==> config.mk <==
export PLATFORM = sky130hd
export DESIGN_NAME = axi_ic_top
export DESIGN_NICKNAME = d
export VERILOG_FILES = /design/src/logic/axi_ic_pkg.sv /design/src/logic/rd_addr_arbiter.sv /design/src/logic/rd_addr_decoder.sv /design/src/logic/rd_data_return.sv /design/src/logic/axi_ic_top.sv
export SDC_FILE = /design/constraint.sdc
export NUM_CORES = 1
export LEC_CHECK = 0
export ABC_AREA = 1
export BUFFER_PORTS_ARGS = -buffer_cell sky130_fd_sc_hd__buf_2
export CAP_MARGIN = 10
export CORE_AREA = 2 2 206 208
export DETAILED_ROUTE_END_ITERATION = 8
export DIE_AREA = 0 0 208 210
export HOLD_SLACK_MARGIN = 0.03
export PLACE_DENSITY = 0.32
export SYNTH_ARGS = -nofsm -noshare
export SYNTH_HDL_FRONTEND = slang
export SYNTH_SLANG_ARGS = --single-unit
==> constraint.sdc <==
create_clock -name BUS_CLK -period 2.86 [get_ports BUS_CLK]
set_clock_uncertainty 0.2 [all_clocks]
set_input_delay 0.429 -clock BUS_CLK [delete_from_list [all_inputs] [get_ports BUS_CLK]]
set_output_delay 0.429 -clock BUS_CLK [all_outputs]
set_load 0.02 [all_outputs]
==> src/logic/axi_ic_pkg.sv <==
package axi_ic_pkg;

    parameter int NUM_MASTERS = 4;
    parameter int NUM_SLAVES  = 4;

    parameter int ADDR_W = 32;
    parameter int DATA_W = 32;
    parameter int LEN_W  = 8;
    parameter int MID_W  = 2;                         // id width on the master side
    parameter int IDX_W  = 2;                         // master or slave index
    parameter int SID_W  = IDX_W + MID_W;             // id width on the slave side

    typedef logic [ADDR_W-1:0] addr_t;
    typedef logic [LEN_W-1:0]  len_t;
    typedef logic [DATA_W-1:0] data_t;
    typedef logic [MID_W-1:0]  mid_t;
    typedef logic [IDX_W-1:0]  port_idx_t;

    // region bounds, entry i belongs to slave i
    typedef addr_t [NUM_SLAVES-1:0] region_tbl_t;

    typedef struct packed {
        port_idx_t midx;                              // issuing master
        mid_t      mid;                               // id as the master sent it
    } sid_fields_t;

    // opaque to slaves, decoded by the interconnect
    typedef union packed {
        logic [SID_W-1:0] raw;
        sid_fields_t      fields;
    } slave_id_u;

    typedef struct packed {
        addr_t addr;
        len_t  len;
        mid_t  id;
    } m_rd_req_t;

    typedef struct packed {
        addr_t     addr;
        len_t      len;
        slave_id_u id;
    } s_rd_req_t;

    typedef struct packed {
        data_t     data;
        logic      last;
        slave_id_u id;
    } s_rd_beat_t;

    typedef struct packed {
        data_t data;
        logic  last;
        mid_t  id;
    } m_rd_beat_t;

    // lowest set bit wins, zero when nothing is set
    function automatic port_idx_t first_set(input logic [NUM_MASTERS-1:0] vec);
        port_idx_t idx;
        idx = '0;
        for (int i = NUM_MASTERS - 1; i >= 0; i--) begin
            if (vec[i]) begin
                idx = port_idx_t'(i);
            end
        end
        return idx;
    endfunction

endpackage

==> src/logic/rd_addr_arbiter.sv <==
module rd_addr_arbiter (
    input  logic                                              BUS_CLK,
    input  logic                                              BUS_RST,

    input  axi_ic_pkg::m_rd_req_t [axi_ic_pkg::NUM_MASTERS-1:0] m_req,
    input  logic                  [axi_ic_pkg::NUM_MASTERS-1:0] m_arvalid,
    output logic                  [axi_ic_pkg::NUM_MASTERS-1:0] m_arready,

    output axi_ic_pkg::m_rd_req_t                             sel_req,
    output logic                                              sel_valid,
    output axi_ic_pkg::port_idx_t                             grant,
    input  logic                                              sel_ready
);

    logic                  lock;
    axi_ic_pkg::port_idx_t grant_q;
    axi_ic_pkg::port_idx_t prio_idx;

    assign prio_idx = axi_ic_pkg::first_set(m_arvalid);   // master 0 first

    // grant follows valids combinationally until the request has been shown
    assign grant = lock ? grant_q : prio_idx;

    assign sel_req   = m_req[grant];
    assign sel_valid = m_arvalid[grant];

    always_comb begin
        m_arready        = '0;
        m_arready[grant] = sel_valid & sel_ready;     // only the granted master
    end

    always_ff @(posedge BUS_CLK) begin
        if (BUS_RST) begin
            lock    <= 1'b0;
            grant_q <= '0;
        end else begin
            grant_q <= grant;
            if (sel_valid && sel_ready) begin
                lock <= 1'b0;                         // handshake done
            end else if (sel_valid) begin
                lock <= 1'b1;                         // stalled, keep this master
            end
        end
    end

    // a shown request stays put until the slave takes it
    a_addr_hold: assert property (
        @(posedge BUS_CLK) disable iff (BUS_RST)
        sel_valid && !sel_ready |=> sel_valid && $stable(grant) && $stable(sel_req)
    ) else $error("read address changed before the slave accepted it");

endmodule

==> src/logic/rd_addr_decoder.sv <==
module rd_addr_decoder #(
    parameter axi_ic_pkg::region_tbl_t S_BASE = '0,
    parameter axi_ic_pkg::region_tbl_t S_LAST = '0
) (
    input  axi_ic_pkg::m_rd_req_t                        sel_req,
    input  logic                                         sel_valid,
    input  axi_ic_pkg::port_idx_t                        grant,
    output logic                                         sel_ready,

    output axi_ic_pkg::s_rd_req_t                        s_req,
    output logic [axi_ic_pkg::NUM_SLAVES-1:0]            s_arvalid,
    input  logic [axi_ic_pkg::NUM_SLAVES-1:0]            s_arready
);

    axi_ic_pkg::port_idx_t slave_sel;
    axi_ic_pkg::slave_id_u sid;

    // inclusive ranges, walked from the top so the lowest slave wins an overlap
    always_comb begin
        slave_sel = '0;                               // unmapped goes to slave 0
        for (int i = axi_ic_pkg::NUM_SLAVES - 1; i >= 0; i--) begin
            if (sel_req.addr >= S_BASE[i] && sel_req.addr <= S_LAST[i]) begin
                slave_sel = axi_ic_pkg::port_idx_t'(i);
            end
        end
    end

    // master index on top so the data path can find its way back
    always_comb begin
        sid.fields.midx = grant;
        sid.fields.mid  = sel_req.id;
    end

    assign s_req = '{
        addr: sel_req.addr,
        len:  sel_req.len,
        id:   sid
    };

    always_comb begin
        s_arvalid            = '0;
        s_arvalid[slave_sel] = sel_valid;
    end

    assign sel_ready = s_arready[slave_sel];

endmodule

==> src/logic/rd_data_return.sv <==
module rd_data_return (
    input  logic                                                BUS_CLK,
    input  logic                                                BUS_RST,

    input  axi_ic_pkg::s_rd_beat_t [axi_ic_pkg::NUM_SLAVES-1:0]  s_beat,
    input  logic                   [axi_ic_pkg::NUM_SLAVES-1:0]  s_rvalid,
    output logic                   [axi_ic_pkg::NUM_SLAVES-1:0]  s_rready,

    output axi_ic_pkg::m_rd_beat_t [axi_ic_pkg::NUM_MASTERS-1:0] m_beat,
    output logic                   [axi_ic_pkg::NUM_MASTERS-1:0] m_rvalid,
    input  logic                   [axi_ic_pkg::NUM_MASTERS-1:0] m_rready
);

    logic                   lock;
    axi_ic_pkg::port_idx_t  sel_q;
    axi_ic_pkg::port_idx_t  sel;
    axi_ic_pkg::port_idx_t  dest;
    axi_ic_pkg::s_rd_beat_t beat;
    logic                   beat_valid;
    logic                   beat_ready;

    // slave 0 first, held for a whole burst once started
    assign sel = lock ? sel_q : axi_ic_pkg::first_set(s_rvalid);

    assign beat       = s_beat[sel];
    assign beat_valid = s_rvalid[sel];

    // upper id bits name the master that issued the request
    assign dest       = beat.id.fields.midx;
    assign beat_ready = m_rready[dest];

    always_comb begin
        m_rvalid       = '0;
        m_rvalid[dest] = beat_valid;
    end

    always_comb begin
        s_rready      = '0;
        s_rready[sel] = beat_valid & beat_ready;     // back-pressure from that master only
    end

    // payload goes to everyone, valid tells who owns it
    always_comb begin
        for (int i = 0; i < axi_ic_pkg::NUM_MASTERS; i++) begin
            m_beat[i].data = beat.data;
            m_beat[i].last = beat.last;
            m_beat[i].id   = beat.id.fields.mid;      // master sees its own id
        end
    end

    always_ff @(posedge BUS_CLK) begin
        if (BUS_RST) begin
            lock  <= 1'b0;
            sel_q <= '0;
        end else begin
            sel_q <= sel;
            if (beat_valid && beat_ready && beat.last) begin
                lock <= 1'b0;                         // burst finished
            end else if (beat_valid) begin
                lock <= 1'b1;
            end
        end
    end

    // a stalled beat must reach the same master next cycle
    a_dest_hold: assert property (
        @(posedge BUS_CLK) disable iff (BUS_RST)
        beat_valid && !beat_ready |=> beat_valid && $stable(dest)
    ) else $error("stalled read beat dropped or rerouted");

endmodule

==> src/logic/axi_ic_top.sv <==
module axi_ic_top #(
    parameter axi_ic_pkg::region_tbl_t S_BASE = {
        32'h3000_0000,
        32'h2000_0000,
        32'h1000_0000,
        32'h0000_0000
    },
    parameter axi_ic_pkg::region_tbl_t S_LAST = {
        32'h3FFF_FFFF,
        32'h2FFF_FFFF,
        32'h1FFF_FFFF,
        32'h0FFF_FFFF
    }
) (
    input  logic                                                BUS_CLK,
    input  logic                                                BUS_RST,

    // master side
    input  axi_ic_pkg::m_rd_req_t  [axi_ic_pkg::NUM_MASTERS-1:0] m_req,
    input  logic                   [axi_ic_pkg::NUM_MASTERS-1:0] m_arvalid,
    output logic                   [axi_ic_pkg::NUM_MASTERS-1:0] m_arready,
    output axi_ic_pkg::m_rd_beat_t [axi_ic_pkg::NUM_MASTERS-1:0] m_beat,
    output logic                   [axi_ic_pkg::NUM_MASTERS-1:0] m_rvalid,
    input  logic                   [axi_ic_pkg::NUM_MASTERS-1:0] m_rready,

    // slave side, request is shared and only the valids are steered
    output axi_ic_pkg::s_rd_req_t                                s_req,
    output logic                   [axi_ic_pkg::NUM_SLAVES-1:0]  s_arvalid,
    input  logic                   [axi_ic_pkg::NUM_SLAVES-1:0]  s_arready,
    input  axi_ic_pkg::s_rd_beat_t [axi_ic_pkg::NUM_SLAVES-1:0]  s_beat,
    input  logic                   [axi_ic_pkg::NUM_SLAVES-1:0]  s_rvalid,
    output logic                   [axi_ic_pkg::NUM_SLAVES-1:0]  s_rready
);

    axi_ic_pkg::m_rd_req_t sel_req;
    logic                  sel_valid;
    logic                  sel_ready;
    axi_ic_pkg::port_idx_t grant;

    rd_addr_arbiter rd_addr_arbiter_i (
        .BUS_CLK   (BUS_CLK),
        .BUS_RST   (BUS_RST),
        .m_req     (m_req),
        .m_arvalid (m_arvalid),
        .m_arready (m_arready),
        .sel_req   (sel_req),
        .sel_valid (sel_valid),
        .grant     (grant),
        .sel_ready (sel_ready)
    );

    rd_addr_decoder #(
        .S_BASE (S_BASE),
        .S_LAST (S_LAST)
    ) rd_addr_decoder_i (
        .sel_req   (sel_req),
        .sel_valid (sel_valid),
        .grant     (grant),
        .sel_ready (sel_ready),
        .s_req     (s_req),
        .s_arvalid (s_arvalid),
        .s_arready (s_arready)
    );

    // read data runs independently of the address path
    rd_data_return rd_data_return_i (
        .BUS_CLK  (BUS_CLK),
        .BUS_RST  (BUS_RST),
        .s_beat   (s_beat),
        .s_rvalid (s_rvalid),
        .s_rready (s_rready),
        .m_beat   (m_beat),
        .m_rvalid (m_rvalid),
        .m_rready (m_rready)
    );

endmodule

== Yosys cells after proc, flatten, opt, wreduce, memory -nomap -nowiden ==
Cells that the tools add are included.

* Output and inout port bits: 200
* Register bits after elaboration: 6

* Bitwise gates (word level): 6
* Reductions and logical operators: 13
* Order comparisons: 16
* Muxes and demuxes: 34

{| class="wikitable"
|+ Operators by type and width
! cell !! count
|-
| binary-select mux 42 bit (select 2 bit) || 1
|-
| binary-select mux 37 bit (select 2 bit) || 1
|-
| >= comparator 32 x 30 -> 1 bit (second input constant) || 2
|-
| <= comparator 32 x 30 -> 1 bit (second input constant) || 2
|-
| two-way mux 42 bit || 1
|-
| two-way mux 37 bit || 1
|-
| >= comparator 32 x 1 -> 1 bit (second input constant) || 1
|-
| >= comparator 32 x 29 -> 1 bit (second input constant) || 1
|-
| <= comparator 32 x 28 -> 1 bit (second input constant) || 1
|-
| <= comparator 32 x 29 -> 1 bit (second input constant) || 1
|-
| two-way mux 2 bit || 14
|-
| AND 4 bit || 4
|-
| < comparator 2 x 3 -> 1 bit (second input constant) || 4
|-
| logical AND 1 bit || 11
|-
| binary-select mux 1 bit (select 2 bit) || 4
|-
| demux 1 bit (select 2 bit) || 4
|-
| >= comparator 2 x 1 -> 1 bit (second input constant) || 4
|-
| two-way mux 1 bit || 8
|-
| OR reduction 2 bit || 2
|-
| AND 1 bit || 2
|}

== Longest topological paths before layout ==
Gate-level depths: netlist of the first run.

* Word-level depth: 18
* Depth in mapped cells: 15
* Gate-level depth less buffers: 15

== Modules after synthesis ==
A second synthesis of the first run with hierarchy kept.

* Cells, all modules: 643
* Area total of the unflattened synthesis: 3,726.1 um^2

{| class="wikitable"
|+ By module, submodules not included
! module !! cells an instance !! area an instance (um^2) !! times used
|-
| rd_data_return || 342 || 2,050.7 || 1
|-
| rd_addr_arbiter || 234 || 1,239.9 || 1
|-
| rd_addr_decoder || 67 || 435.4 || 1
|}

== Worst setup path after synthesis of the first run ==
Ideal clock, no wire load.

* Path type: input to output
* Start point: in s_rvalid[3] in the netlist's numbering
* End point: out m_beat[103] in the netlist's numbering
* Arrival time: 1,905 ps
* Path slack: 326 ps
* Cell stages on the path: 10
* Cell sequence: inv_1 o21ai_1 nand3_1 nand2_2 nor2_1 buf_2 buf_1 a22oi_1 nand2_1 buf_4

{| class="wikitable"
|+ RTL lines
! element !! RTL line !! source
|-
| start, declared || axi_ic_top.sv:31 || <nowiki>input logic [axi_ic_pkg::NUM_SLAVES-1:0] s_rvalid,</nowiki>
|-
| end, declared || axi_ic_top.sv:22 || <nowiki>output axi_ic_pkg::m_rd_beat_t [axi_ic_pkg::NUM_MASTERS-1:0] m_beat,</nowiki>
|}

==> results by group, run 1 <==
Yosys
  – Yosys warning count: 0
  – Top-area cell type share of the netlist area: 28.5%
  – Number of storage elements in the synthesis netlist: 6
  – Number of instances in the synthesized netlist: 566
  – Top cell type by total area after synthesis: a22oi_1
  – Mean instance size in the synthesized netlist: 5.87 um^2
  – Ranking of synthesized cells by area: a22oi_1, buf_4, nand2_1
  – Sequential fraction of the synthesis area: 3.62%
  – Ys async rst share: 0%
  – Cell variety after synth: 27
  – EDFF count, synth: 0
  – Nets in the synthesized netlist: 900
  – Netlist area before placement: 3320 um^2
  – Ys flop type: dfxtp_1

Power and ir drop
  – Maximum vdd ir drop: 0.000242 V
  – Overall power after layout: 2680 uW
  – Power density normalized to cell area: 436 nW/um^2
  – Leakage power figure: 0.00351 uW

Drt
  – Count of nets left with antenna violations after detail routing: 0
  – Final wirelength: 20.7 mm
  – DRC violation count after routing: 0
  – Vias per cell: 3.53
  – Post-detailed-route wirelength per cell: 13.5 um
  – Via Count: 5411
  – Total iterations of the first detailed-routing run: 5
  – DRT iter0 DRCs: 199

Clock network
  – Hold_buf cts: 0
  – Clock root buffer master: clkbuf_16
  – TritonCTS clock tree: built
  – Clock-pin slew reported for the worst setup and hold paths after clock tree synthesis: 0.03 ns
  – Buffer depth of the longest clock path: 2
  – Clock tree sinks: 6
  – Number of H-tree branching levels: 1
  – Number of CTS-inserted buffers: 3
  – Clock latency at the later pin of the worst-skew pair: 0.22 ns

STA
  – Worst Hold Margin: 0.264 ns
  – Final cycle utilization of the critical path: 93.9%
  – Final number of max-transition violations: 0
  – Worst-case headroom to the max-slew limit: 81.4%
  – Number of hold-slack violations in the final timing report: 0
  – Setup repair after global routing missed its margin: no
  – Total Neg Setup Slack: 0 ns
  – Tightest Pin Transition: 0.279 ns
  – Final Setup Violations: 0
  – Time the worst path needs with I/O delays and setup: 2.68 ns
  – F_max: 372 MHz

Floorplanning
  – Placeable core area: 41500 um^2
  – Vertical die dimension: 210 um
  – Std cell rows: 75
  – # IOs: 534
  – Die area: 43700 um^2
  – Effective utilization at floorplan: 8.01%
  – Die Wd: 208 um

Final layout
  – Final #Nets: 1331
  – Proportion of layout cells with a drive suffix above 1: 60.3%
  – Synthesis-to-finish area growth: 85.2%
  – Number of standard cells in the layout, taps in and fillers out: 1535

Global routing
  – Pin count of the biggest net entering global routing: 40
  – Remaining global-route overflow: 0
  – Global-route wire length before repair: 29.0 mm
  – Via count of the first global-routing pass: 5108
  – Antenna violations before repair: 1
  – Total routing usage reported by global routing: 8.34%

Setup path
  – Standard cell with the maximum stage delay on the critical path: dfxtp_1
  – Startpoint type of the worst setup path: flop
  – Cell type with the highest occurrence count on the critical path: inv_2
  – Largest stage delay on the critical path: 0.31 ns
  – Worst setup EP type: primary output
  – Cell family with the largest share of critical-path delay: buffers and inverters
  – Data arrival time of the critical path: 2.06 ns
  – Sequence of cells on the critical path: inv_1, nand4_1, o21ai_2, inv_2, nand2_1, inv_2, buf_4, buf_12, a22oi_1, nand2_2, buf_2
  – Number of buffers and inverters on the critical path: 6
  – Maximum fanout along the worst path: 24
  – Type of the setup path with the least slack: flop to primary output
  – Data required time at the worst endpoint: 2.23 ns

Place
  – Sum of net half-perimeters after detailed placement: 18.2 mm
  – DP Cell Count: 1530
  – Count of input and output buffers: 533
  – Final weighted congestion of routability-driven global placement: 0.795

Min path
  – Path category of the worst min-delay check: input port to flop

Run
  – Maximum capacitance violations: 0

Status
  – Status: finished clean
-- registers in the layout, indices dropped and copies added (netlist names) --
register	flops
rd_addr_arbiter_i.grant_q	2
rd_addr_arbiter_i.lock	1
rd_data_return_i.lock	1
rd_data_return_i.sel_q	2
-- per-stage QoR --
stage | setup WS (ns) | instance area, um^2 | util, %
2_1_floorplan | 0.326 | 3320 | -
3_3_place_gp | 0.0470 | 6040 | 14.6
3_5_place_dp | 0.0303 | 6040 | 14.6
4_1_cts | 0.0164 | 6120 | 14.8
5_1_grt | 0.0214 | 6150 | 14.8
6_report | 0.175 | 6150 | 14.8
-- where the power goes --
| part | switching (uW) | internal, uW |
|---|---|---|
| logic | 1520 | 828 |
| registers | 7.39 | 94.2 |
| clock network | 46.6 | 179 |
| total | 1580 | 1100 |
-- logic make-up after synthesis --
group                  share of synthesized area [%]
AND/OR/NAND/NOR                                 32.4
AO/OA/AOI/OAI                                   31.2
flip-flops                                      3.62
buffers and inverters                           32.7
-- cells in the mapped netlist, types with 2 or more instances --
cell and n:
inv_2 4, dfxtp_1 6, buf_1 4, inv_1 28, nor2_1 23, buf_2 17, nand4_1 2, nand3_1 46
buf_4 107, clkbuf_1 8, nor2_2 2, nand2_1 158, buf_6 3, nor3_1 4, nand2_2 7, a21oi_2 4
o21ai_0 2, o21ai_1 2, a21oi_1 4, a22oi_1 126, nand2_4 2, nand3_2 2
-- per-layer routing --
metal | GRT usage, % | vias to the layer above | share of wire, %
li1 | - | 2718 | -
met3 | 0.849 | 12 | 6.3
met5 | 0 | - | 0
met1 | 10.3 | 2413 | 40
met2 | 15.6 | 268 | 52
met4 | 1.76 | 0 | 1.6
-- final cells by class --
cell class,count,area [um^2]
Fill cell,4917,35300
Timing Repair Buffer,565,3010
Multi-Input combinational cell,389,2150
Tap cell,539,674
Sequential cell,6,121
Inverter,32,120
Clock buffer,3,75.1
Antenna cell,1,2.50
-- final timing paths --
| check | from | endpoint | slack, ns | cells past startpoint |
|---|---|---|---|---|
| setup / recovery | rd_data_return_i.lock | m_beat[1] | 0.18 | 11 |
| hold / removal | BUS_RST | rd_data_return_i.sel_q[0] | 0.26 | 2 |
| setup reg to reg | rd_data_return_i.lock | rd_data_return_i.lock | 0.66 | 14 |
| hold reg to reg | rd_addr_arbiter_i.lock | rd_addr_arbiter_i.lock | 0.38 | 2 |
-- what timing repair did --
action	in CTS	in global routing
resized for setup	0	7
endpoints found under the hold margin	0	0
setup endpoints to repair	0	29
buffers inserted	0	1
-- cell usage in the layout (no fill, tap or decap) --
cell type,count
a21oi_1,4
a21oi_2,4
a22oi_1,126
buf_12,8
buf_2,533
buf_4,24
clkbuf_16,3
dfxtp_1,5
dfxtp_2,1
diode_2,1
inv_1,28
inv_2,4
nand2_1,155
nand2_2,9
nand2_4,3
nand3_1,45
nand3_2,3
nand3_4,1
nand3b_1,1
nand4_1,2
nor2_1,20
nor2_2,3
nor2_4,3
nor3_1,4
o21ai_0,2
o21ai_1,2
o21ai_2,1
o22ai_1,1
(Power assumes the default switching activity.)
==> run 2: changes to the inputs <==
- ABC_AREA: 1 -> 0
- CORE_AREA: 2 2 206 208 -> 2 2 207 209
- DIE_AREA: 0 0 208 210 -> 0 0 209 211
- PLACE_DENSITY: 0.32 -> 0.33
==> run 2 against run 1 <==
The run now ends with negative setup slack left. Clock power fell by 2%. Combinational power is 69% higher. Sequential cell count did not move. Via count up 23%. Synthesized area grew 16%. Non-clock buffer count up 32. Power grew 61%. Fmax fell by 16%. Wire length rose by 41%.
==> results by group, run 2 <==
Min path
  – Hold-critical path endpoint: rd_data_return_i.sel_q[1]
  – Hold path startpoint: BUS_RST
  – Path category of the worst min-delay check: input port to flop
  – Hold Path Depth: 2 (unchanged)

Clock network
  – Number of H-tree branching levels: 1 (unchanged)
  – Hold_buf cts: 0 (unchanged)
  – TritonCTS clock tree: built
  – Clock root buffer master: clkbuf_16
  – Clock latency at the later pin of the worst-skew pair: 0.22 ns (about the same)
  – Buffer depth of the longest clock path: 2 (unchanged)
  – Clock-pin slew reported for the worst setup and hold paths after clock tree synthesis: 0.03 ns (about the same)
  – Clock tree sinks: 6 (unchanged)
  – Number of CTS-inserted buffers: 3 (unchanged)

STA
  – Tightest Pin Transition: 0.440 ns (+0.161 ns)
  – Final setup slack of the worst path: -0.344 ns (-0.519 ns)
  – Setup repair after global routing missed its margin: yes
  – F_max: 312 MHz (-16%)
  – Total Neg Setup Slack: -2.74 ns (-2.74 ns)
  – Time the worst path needs with I/O delays and setup: 3.20 ns (+0.519 ns)
  – Final cycle utilization of the critical path: 112% (+18 points)
  – Worst-case headroom to the max-slew limit: 70.6% (-11 points)
  – Number of hold-slack violations in the final timing report: 0 (unchanged)
  – Final Setup Violations: 22 (+22)
  – Final number of max-transition violations: 0 (unchanged)

Yosys
  – Cell types with the highest counts after synthesis: nand2_1, buf_4, and3_1, a31oi_1, clkbuf_1
  – EDFF count, synth: 0 (unchanged)
  – Top cell type by total area after synthesis: nand2_1
  – Sequential fraction of the synthesis area: 3.13% (-0.49 points)
  – Ys async rst share: 0% (unchanged)
  – Ys flop type: dfxtp_1
  – Number of storage elements in the synthesis netlist: 6 (unchanged)
  – Number of instances in the synthesized netlist: 722 (+28%)
  – Nets in the synthesized netlist: 1056 (+17%)
  – Top-area cell type share of the netlist area: 31.3% (+2.8 points)
  – Netlist area before placement: 3840 um^2 (+16%)
  – Mean instance size in the synthesized netlist: 5.31 um^2 (-9.4%)
  – Most instantiated library cell after synthesis: nand2_1
  – Cell variety after synth: 39 (+44%)
  – Ranking of synthesized cells by area: nand2_1, buf_4, and3_1
  – Yosys warning count: 0 (unchanged)

Drt
  – Via Count: 6638 (+23%)
  – Total iterations of the first detailed-routing run: 4 (-1)
  – Post-detailed-route wirelength per cell: 17.1 um (+27%)
  – Vias per cell: 3.89 (+10%)
  – DRC violation count after routing: 0 (unchanged)
  – Count of nets left with antenna violations after detail routing: 0 (unchanged)
  – DRT iter0 DRCs: 172 (-14%)
  – Final wirelength: 29.2 mm (+41%)

Final layout
  – Largest regs: rd_addr_arbiter_i.grant_q: 2 flops, rd_data_return_i.sel_q: 2 flops
  – Synthesis-to-finish area growth: 106%
  – Proportion of layout cells with a drive suffix above 1: 59.0% (-1.3 points)
  – Most frequent cells in the layout: buf_2, nand2_1, and3_1
  – Final core utilization: 19.0% (+4.1 points)
  – Most common cell after layout, fill and taps aside: buf_2
  – Post-route cell area: 7920 um^2 (+29%)
  – Final #Nets: 1501 (+13%)

Setup path
  – Standard cell with the maximum stage delay on the critical path: o41a_4
  – Sequence of cells on the critical path: buf_6, o41a_4, inv_8, mux2i_4, mux2_4, o211a_4, a211oi_4, buf_12, nor3_2, buf_4
  – Register-to-Register Path Depth: 10 (-4)
  – Largest stage delay on the critical path: 0.53 ns (+0.22 ns)
  – Startpoint type of the worst setup path: input port
  – FF-to-FF Start: rd_addr_arbiter_i.lock
  – Register-to-Register Setup Slack: 0.41 ns (-0.25 ns)
  – Crit Reg-Reg Endpoint: rd_addr_arbiter_i.lock
  – Data arrival time of the critical path: 2.57 ns (+0.51 ns)
  – Type of the setup path with the least slack: input port to primary output
  – Maximum fanout along the worst path: 5 (-79%)
  – Worst setup EP type: primary output
  – Data required time at the worst endpoint: 2.23 ns (about the same)

Power and ir drop
  – Maximum vdd ir drop: 0.000321 V (+33%)
  – Leakage power figure: 0.00416 uW (+18%)
  – Power density normalized to cell area: 543 nW/um^2 (+25%)

Floorplanning
  – Placeable core area: 41800 um^2 (+0.68%)
  – # IOs: 534 (unchanged)
  – Effective utilization at floorplan: 9.19% (+1.2 points)
  – Die Wd: 209 um (+0.48%)
  – Die area: 44100 um^2 (+0.96%)
  – Std cell rows: 75 (unchanged)
  – Vertical die dimension: 211 um (+0.48%)

Place
  – Count of input and output buffers: 533 (unchanged)
  – Total cell area at the placement stage: 7170 um^2 (+19%)
  – Final weighted congestion of routability-driven global placement: 0.781 (-1.7%)
  – Sum of net half-perimeters after detailed placement: 24.3 mm (+33%)

Global routing
  – Via count of the first global-routing pass: 6616 (+30%)
  – Total routing usage reported by global routing: 11.8% (+3.5 points)
  – Global-route wire length before repair: 40.0 mm (+38%)
  – Remaining global-route overflow: 0 (unchanged)
  – Antenna violations before repair: 7 (+6)
  – Pin count of the biggest net entering global routing: 69 (+73%)

Run
  – Maximum capacitance violations: 0 (unchanged)

Status
  – Status: complete, but fails checks
  – Failing checks: negative setup slack
## run 2: cell count changes after synthesis, sizes merged, moves of 21 or more
cell / before / now
buf: 131 / 110
and3: 0 / 77
a31oi: 0 / 76
nand2: 167 / 320
a22oi: 126 / 2
clkbuf: 8 / 47
nand3: 49 / 6
inv: 32 / 4
## run 2: cell families after synthesis
group | share of synthesized area [%]
AO/OA/AOI/OAI | 17.8
buffers and inverters | 26.6
flip-flops | 3.13
multiplexers | 2.93
AND/OR/NAND/NOR | 49.6
## run 2: final cells by class
cell class | count | area [um^2]
multi-input combinational | 553 | 3510
antenna | 1 | 2.50
tap | 539 | 674
clock buffer | 3 | 75.1
inverter | 6 | 30.0
fill | 4910 | 33800
timing repair buffer | 597 | 3500
sequential | 6 | 124
## run 2: per-layer routing
layer	vias up	GRT usage, %	share of wire [%]
met5	-	0	0.12
met4	6	2.81	2.3
met3	29	2.94	7.5
met2	365	22.9	54
met1	3035	12.8	36
li1	3203	-	-
## run 2: worst max-delay path by stage
| stage | start | endpoint | slack, ns | cells after the start |
|---|---|---|---|---|
| 5_1_grt | m_arvalid[0] | m_arready[2] | -0.38 | 10 |
| 3_3_place_gp | m_arvalid[1] | m_arready[2] | -0.36 | 10 |
| 2_1_floorplan | m_arvalid[1] | s_req[0] | -0.04 | 6 |
| 3_5_place_dp | m_arvalid[1] | m_arready[2] | -0.38 | 11 |
| 6_report | m_arvalid[0] | m_arready[2] | -0.34 | 10 |
| 4_1_cts | m_arvalid[0] | m_arready[2] | -0.34 | 10 |
## run 2: worst max-delay path: cells and delay by family
kind | cells | cell delay, ns
AOI/OAI and AO/OA | 3 | 1.01
muxes | 2 | 0.56
buffers and inverters | 4 | 0.54
and+or+nand+nor | 1 | 0.04
## run 2: where the power goes
part / total, uW / leakage (uW) / internal [uW] / switching, uW
clock: 221 / 0.0000370 / 179 / 42.2
combinational: 3960 / 0.00407 / 1490 / 2480
sequential: 117 / 0.0000501 / 98.1 / 19.3
total: 4300 / 0.00416 / 1760 / 2540
## run 2: through the flow
step           power, uW  hold slack (ns)  cells  setup WS (ns)
5_1_grt             4570            0.324   1705         -0.385
3_3_place_gp        3850            0.473   1687         -0.361
3_5_place_dp        3850            0.473   1687         -0.375
4_1_cts             4180            0.306   1694         -0.345
6_report            4300            0.304   1705         -0.344
2_1_floorplan       2960            0.301    722        -0.0397
## run 2: what timing repair did
action / 4_1_cts / 5_1_grt
gates cloned: 0 / 5
endpoints found under the hold margin: 0 / 0
buffers inserted: 4 / 6
pin swaps: 8 / 13
gates resized for setup: 53 / 66
endpoints found under the setup margin: 80 / 137
==> run 3: changes to the inputs <==
--- a/constraint.sdc
+++ b/constraint.sdc
@@ -4,2 +4,2 @@
 set_output_delay 0.429 -clock BUS_CLK [all_outputs]
-set_load 0.02 [all_outputs]
+set_load 0.1 [all_outputs]
==> run 3 against run 2 <==
The flow still finishes with violations (negative setup slack). Final cell count up 4.2%. Sequential power about the same. First-iteration DRC count increased by 20%. Power rose to 3.1 times the previous value. Worst setup slack gained 0.033 ns. Critical endpoint is now m_arready[3]. Register-to-register slack worse by 0.04 ns.
==> results by group, run 3 (synthesis results as in run 2) <==
Status
  – Status: complete, but fails checks
  – Failing checks: negative setup slack

Setup path
  – Sequence of cells on the critical path: buf_6, o41a_4, clkinv_4, buf_8, mux2i_4, o32ai_2, and4b_2, a211oi_4, buf_12, nor3_4, buf_12
  – Data arrival time of the critical path: 2.54 ns (-0.03 ns)
  – Cell type with the highest occurrence count on the critical path: buf_12
  – FF-to-FF Start: rd_addr_arbiter_i.lock
  – Worst setup EP type: primary output
  – Register-to-Register Path Depth: 9 (-1)
  – Register-to-Register Setup Slack: 0.37 ns (-0.04 ns)
  – Data required time at the worst endpoint: 2.23 ns (about the same)
  – Largest stage delay on the critical path: 0.50 ns (-0.03 ns)
  – Startpoint type of the worst setup path: input port
  – Type of the setup path with the least slack: input port to primary output
  – Standard cell with the maximum stage delay on the critical path: o41a_4
  – Maximum fanout along the worst path: 5 (unchanged)
  – Crit Reg-Reg Endpoint: rd_addr_arbiter_i.lock

Final layout
  – Synthesis-to-finish area growth: 244%
  – Final core utilization: 31.6% (+13 points)
  – Largest regs: rd_addr_arbiter_i.grant_q: 2 flops, rd_data_return_i.sel_q: 2 flops
  – Most common cell after layout, fill and taps aside: buf_2
  – Most frequent cells in the layout: buf_2, nand2_1, buf_12
  – Proportion of layout cells with a drive suffix above 1: 71.7% (+13 points)
  – Final #Nets: 1572 (+4.7%)

STA
  – Final cycle utilization of the critical path: 111% (-1.2 points)
  – Final number of max-transition violations: 0 (unchanged)
  – Time the worst path needs with I/O delays and setup: 3.17 ns (-0.0332 ns)
  – Final Setup Violations: 18 (-18%)
  – Worst-case headroom to the max-slew limit: 74.9% (+4.3 points)
  – Setup repair after global routing missed its margin: yes
  – Final setup slack of the worst path: -0.310 ns (+0.0332 ns)
  – F_max: 315 MHz (+1.0%)
  – Tightest Pin Transition: 0.377 ns (-0.0633 ns)
  – Number of hold-slack violations in the final timing report: 0 (unchanged)

Drt
  – DRC violation count after routing: 0 (unchanged)
  – Vias per cell: 3.92 (+0.57%)
  – Via Count: 6958 (+4.8%)
  – Count of nets left with antenna violations after detail routing: 0 (unchanged)
  – DRT iter0 DRCs: 206 (+20%)
  – Total iterations of the first detailed-routing run: 4 (unchanged)
  – Post-detailed-route wirelength per cell: 18.2 um (+6.6%)
  – Final wirelength: 32.4 mm (+11%)

Min path
  – Hold path startpoint: BUS_RST
  – Hold Path Depth: 2 (unchanged)
  – Path category of the worst min-delay check: input port to flop
  – Hold-critical path endpoint: rd_data_return_i.sel_q[0]

Floorplanning
  – Placeable core area: 41800 um^2 (unchanged)
  – Effective utilization at floorplan: 9.19% (unchanged)
  – Std cell rows: 75 (unchanged)
  – # IOs: 534 (unchanged)
  – Vertical die dimension: 211 um (unchanged)
  – Die Wd: 209 um (unchanged)
  – Die area: 44100 um^2 (unchanged)

Clock network
  – Hold_buf cts: 0 (unchanged)
  – TritonCTS clock tree: built
  – Number of H-tree branching levels: 1 (unchanged)
  – Clock root buffer master: clkbuf_16
  – Buffer depth of the longest clock path: 2 (unchanged)
  – Clock tree sinks: 6 (unchanged)
  – Number of CTS-inserted buffers: 3 (unchanged)
  – Clock latency at the later pin of the worst-skew pair: 0.23 ns (about the same)
  – Clock-pin slew reported for the worst setup and hold paths after clock tree synthesis: 0.03 ns (about the same)

Power and ir drop
  – Comb power frac: 97.5% (+5.4 points)
  – Clock network power share: 1.7% (-3.4 points)
  – Internal Pwr Total: 5160 uW (+190%)
  – Maximum vdd ir drop: 0.000533 V (+66%)
  – Fraction of power consumed by sequential logic: 0.8% (-1.9 points)
  – Sw frac: 61.7% (+2.6 points)
  – Switching Power: 8310 uW (+230%)
  – Overall power after layout: 13500 uW (+210%)
  – Leakage power figure: 0.00612 uW (+47%)
  – Power density normalized to cell area: 1020 nW/um^2 (+88%)

Global routing
  – Pin count of the biggest net entering global routing: 83 (+20%)
  – Global-route wire length before repair: 43.3 mm (+8.3%)
  – Antenna violations before repair: 6 (-1)
  – Via count of the first global-routing pass: 7125 (+7.7%)
  – Remaining global-route overflow: 0 (unchanged)
  – Total routing usage reported by global routing: 12.7% (+0.81 points)

Place
  – Final weighted congestion of routability-driven global placement: 0.805 (+3.0%)
  – Count of input and output buffers: 533 (unchanged)
  – DP Worst Slack: -0.566 ns (-0.190 ns)
  – Sum of net half-perimeters after detailed placement: 25.4 mm (+4.3%)

Run
  – Maximum capacitance violations: 0 (unchanged)
==> run 3: cell count changes in the layout (fill, tap and decap cells not counted), sizes merged <==
cell	delta
buf	+71
diode	+1
==> run 3: how the worst max path moves through the flow <==
stage                  from           end  slack [ns]  depth (start not counted)
4_1_cts        m_arvalid[1]  m_arready[3]       -0.31                         10
5_1_grt        m_arvalid[0]  m_arready[3]       -0.39                         10
6_report       m_arvalid[1]  m_arready[3]       -0.31                         11
2_1_floorplan  m_arvalid[0]  m_arready[0]       -0.83                          7
3_3_place_gp   m_arvalid[0]  m_arready[2]       -0.54                         10
3_5_place_dp   m_arvalid[0]  m_arready[3]       -0.57                         10
==> run 3: cell type report <==
| type | instances | area [um^2] |
|---|---|---|
| multi-input cells | 553 | 4620 |
| repair buffers | 668 | 7660 |
| diodes | 2 | 5.00 |
| inverters | 6 | 30.0 |
| flip-flops and latches | 6 | 124 |
| well taps | 539 | 674 |
| clock buffers | 3 | 75.1 |
| fillers | 4352 | 28600 |
==> run 3: per-stage QoR <==
step | instance area [um^2] | hold WS, ns | setup TNS [ns] | cells
2_1_floorplan | 7160 | 0.301 | -35.68 | 722
3_3_place_gp | 11700 | 0.455 | -15.55 | 1708
3_5_place_dp | 11700 | 0.466 | -16.64 | 1708
4_1_cts | 12500 | 0.266 | -4.99 | 1743
5_1_grt | 13200 | 0.283 | -7.03 | 1776
6_report | 13200 | 0.259 | -1.67 | 1777
==> run 3: metal layers <==
metal	wire length (um)	global-route usage [%]
met1	12300	14.3
met2	17400	24.3
met3	2250	3.21
met4	443	1.67
met5	49	0
==> run 3: worst max-delay path: cells and delay by family <==
kind                   cells  cell delay [ns]
and+or+nand+nor            2             0.32
buffers and inverters      5             0.66
AOI/OAI and AO/OA          3             0.86
muxes                      1             0.25
==> run 3: power groups by stage <==
stage                     Clock, uW  Sequential, uW  Combinational (uW)
final                           228             114               13100
after global routing            236             116               13500
after CTS                       232             115               12800
after detailed placement          0             113               12300
after global placement            0             112               12300
after floorplan                   0             109                9800
==> run 3: timing repair <==
item,CTS,global route
resized for setup,57,72
setup endpoints to repair,162,178
setup buffers,28,22
pin swaps,13,23
gates cloned,4,11
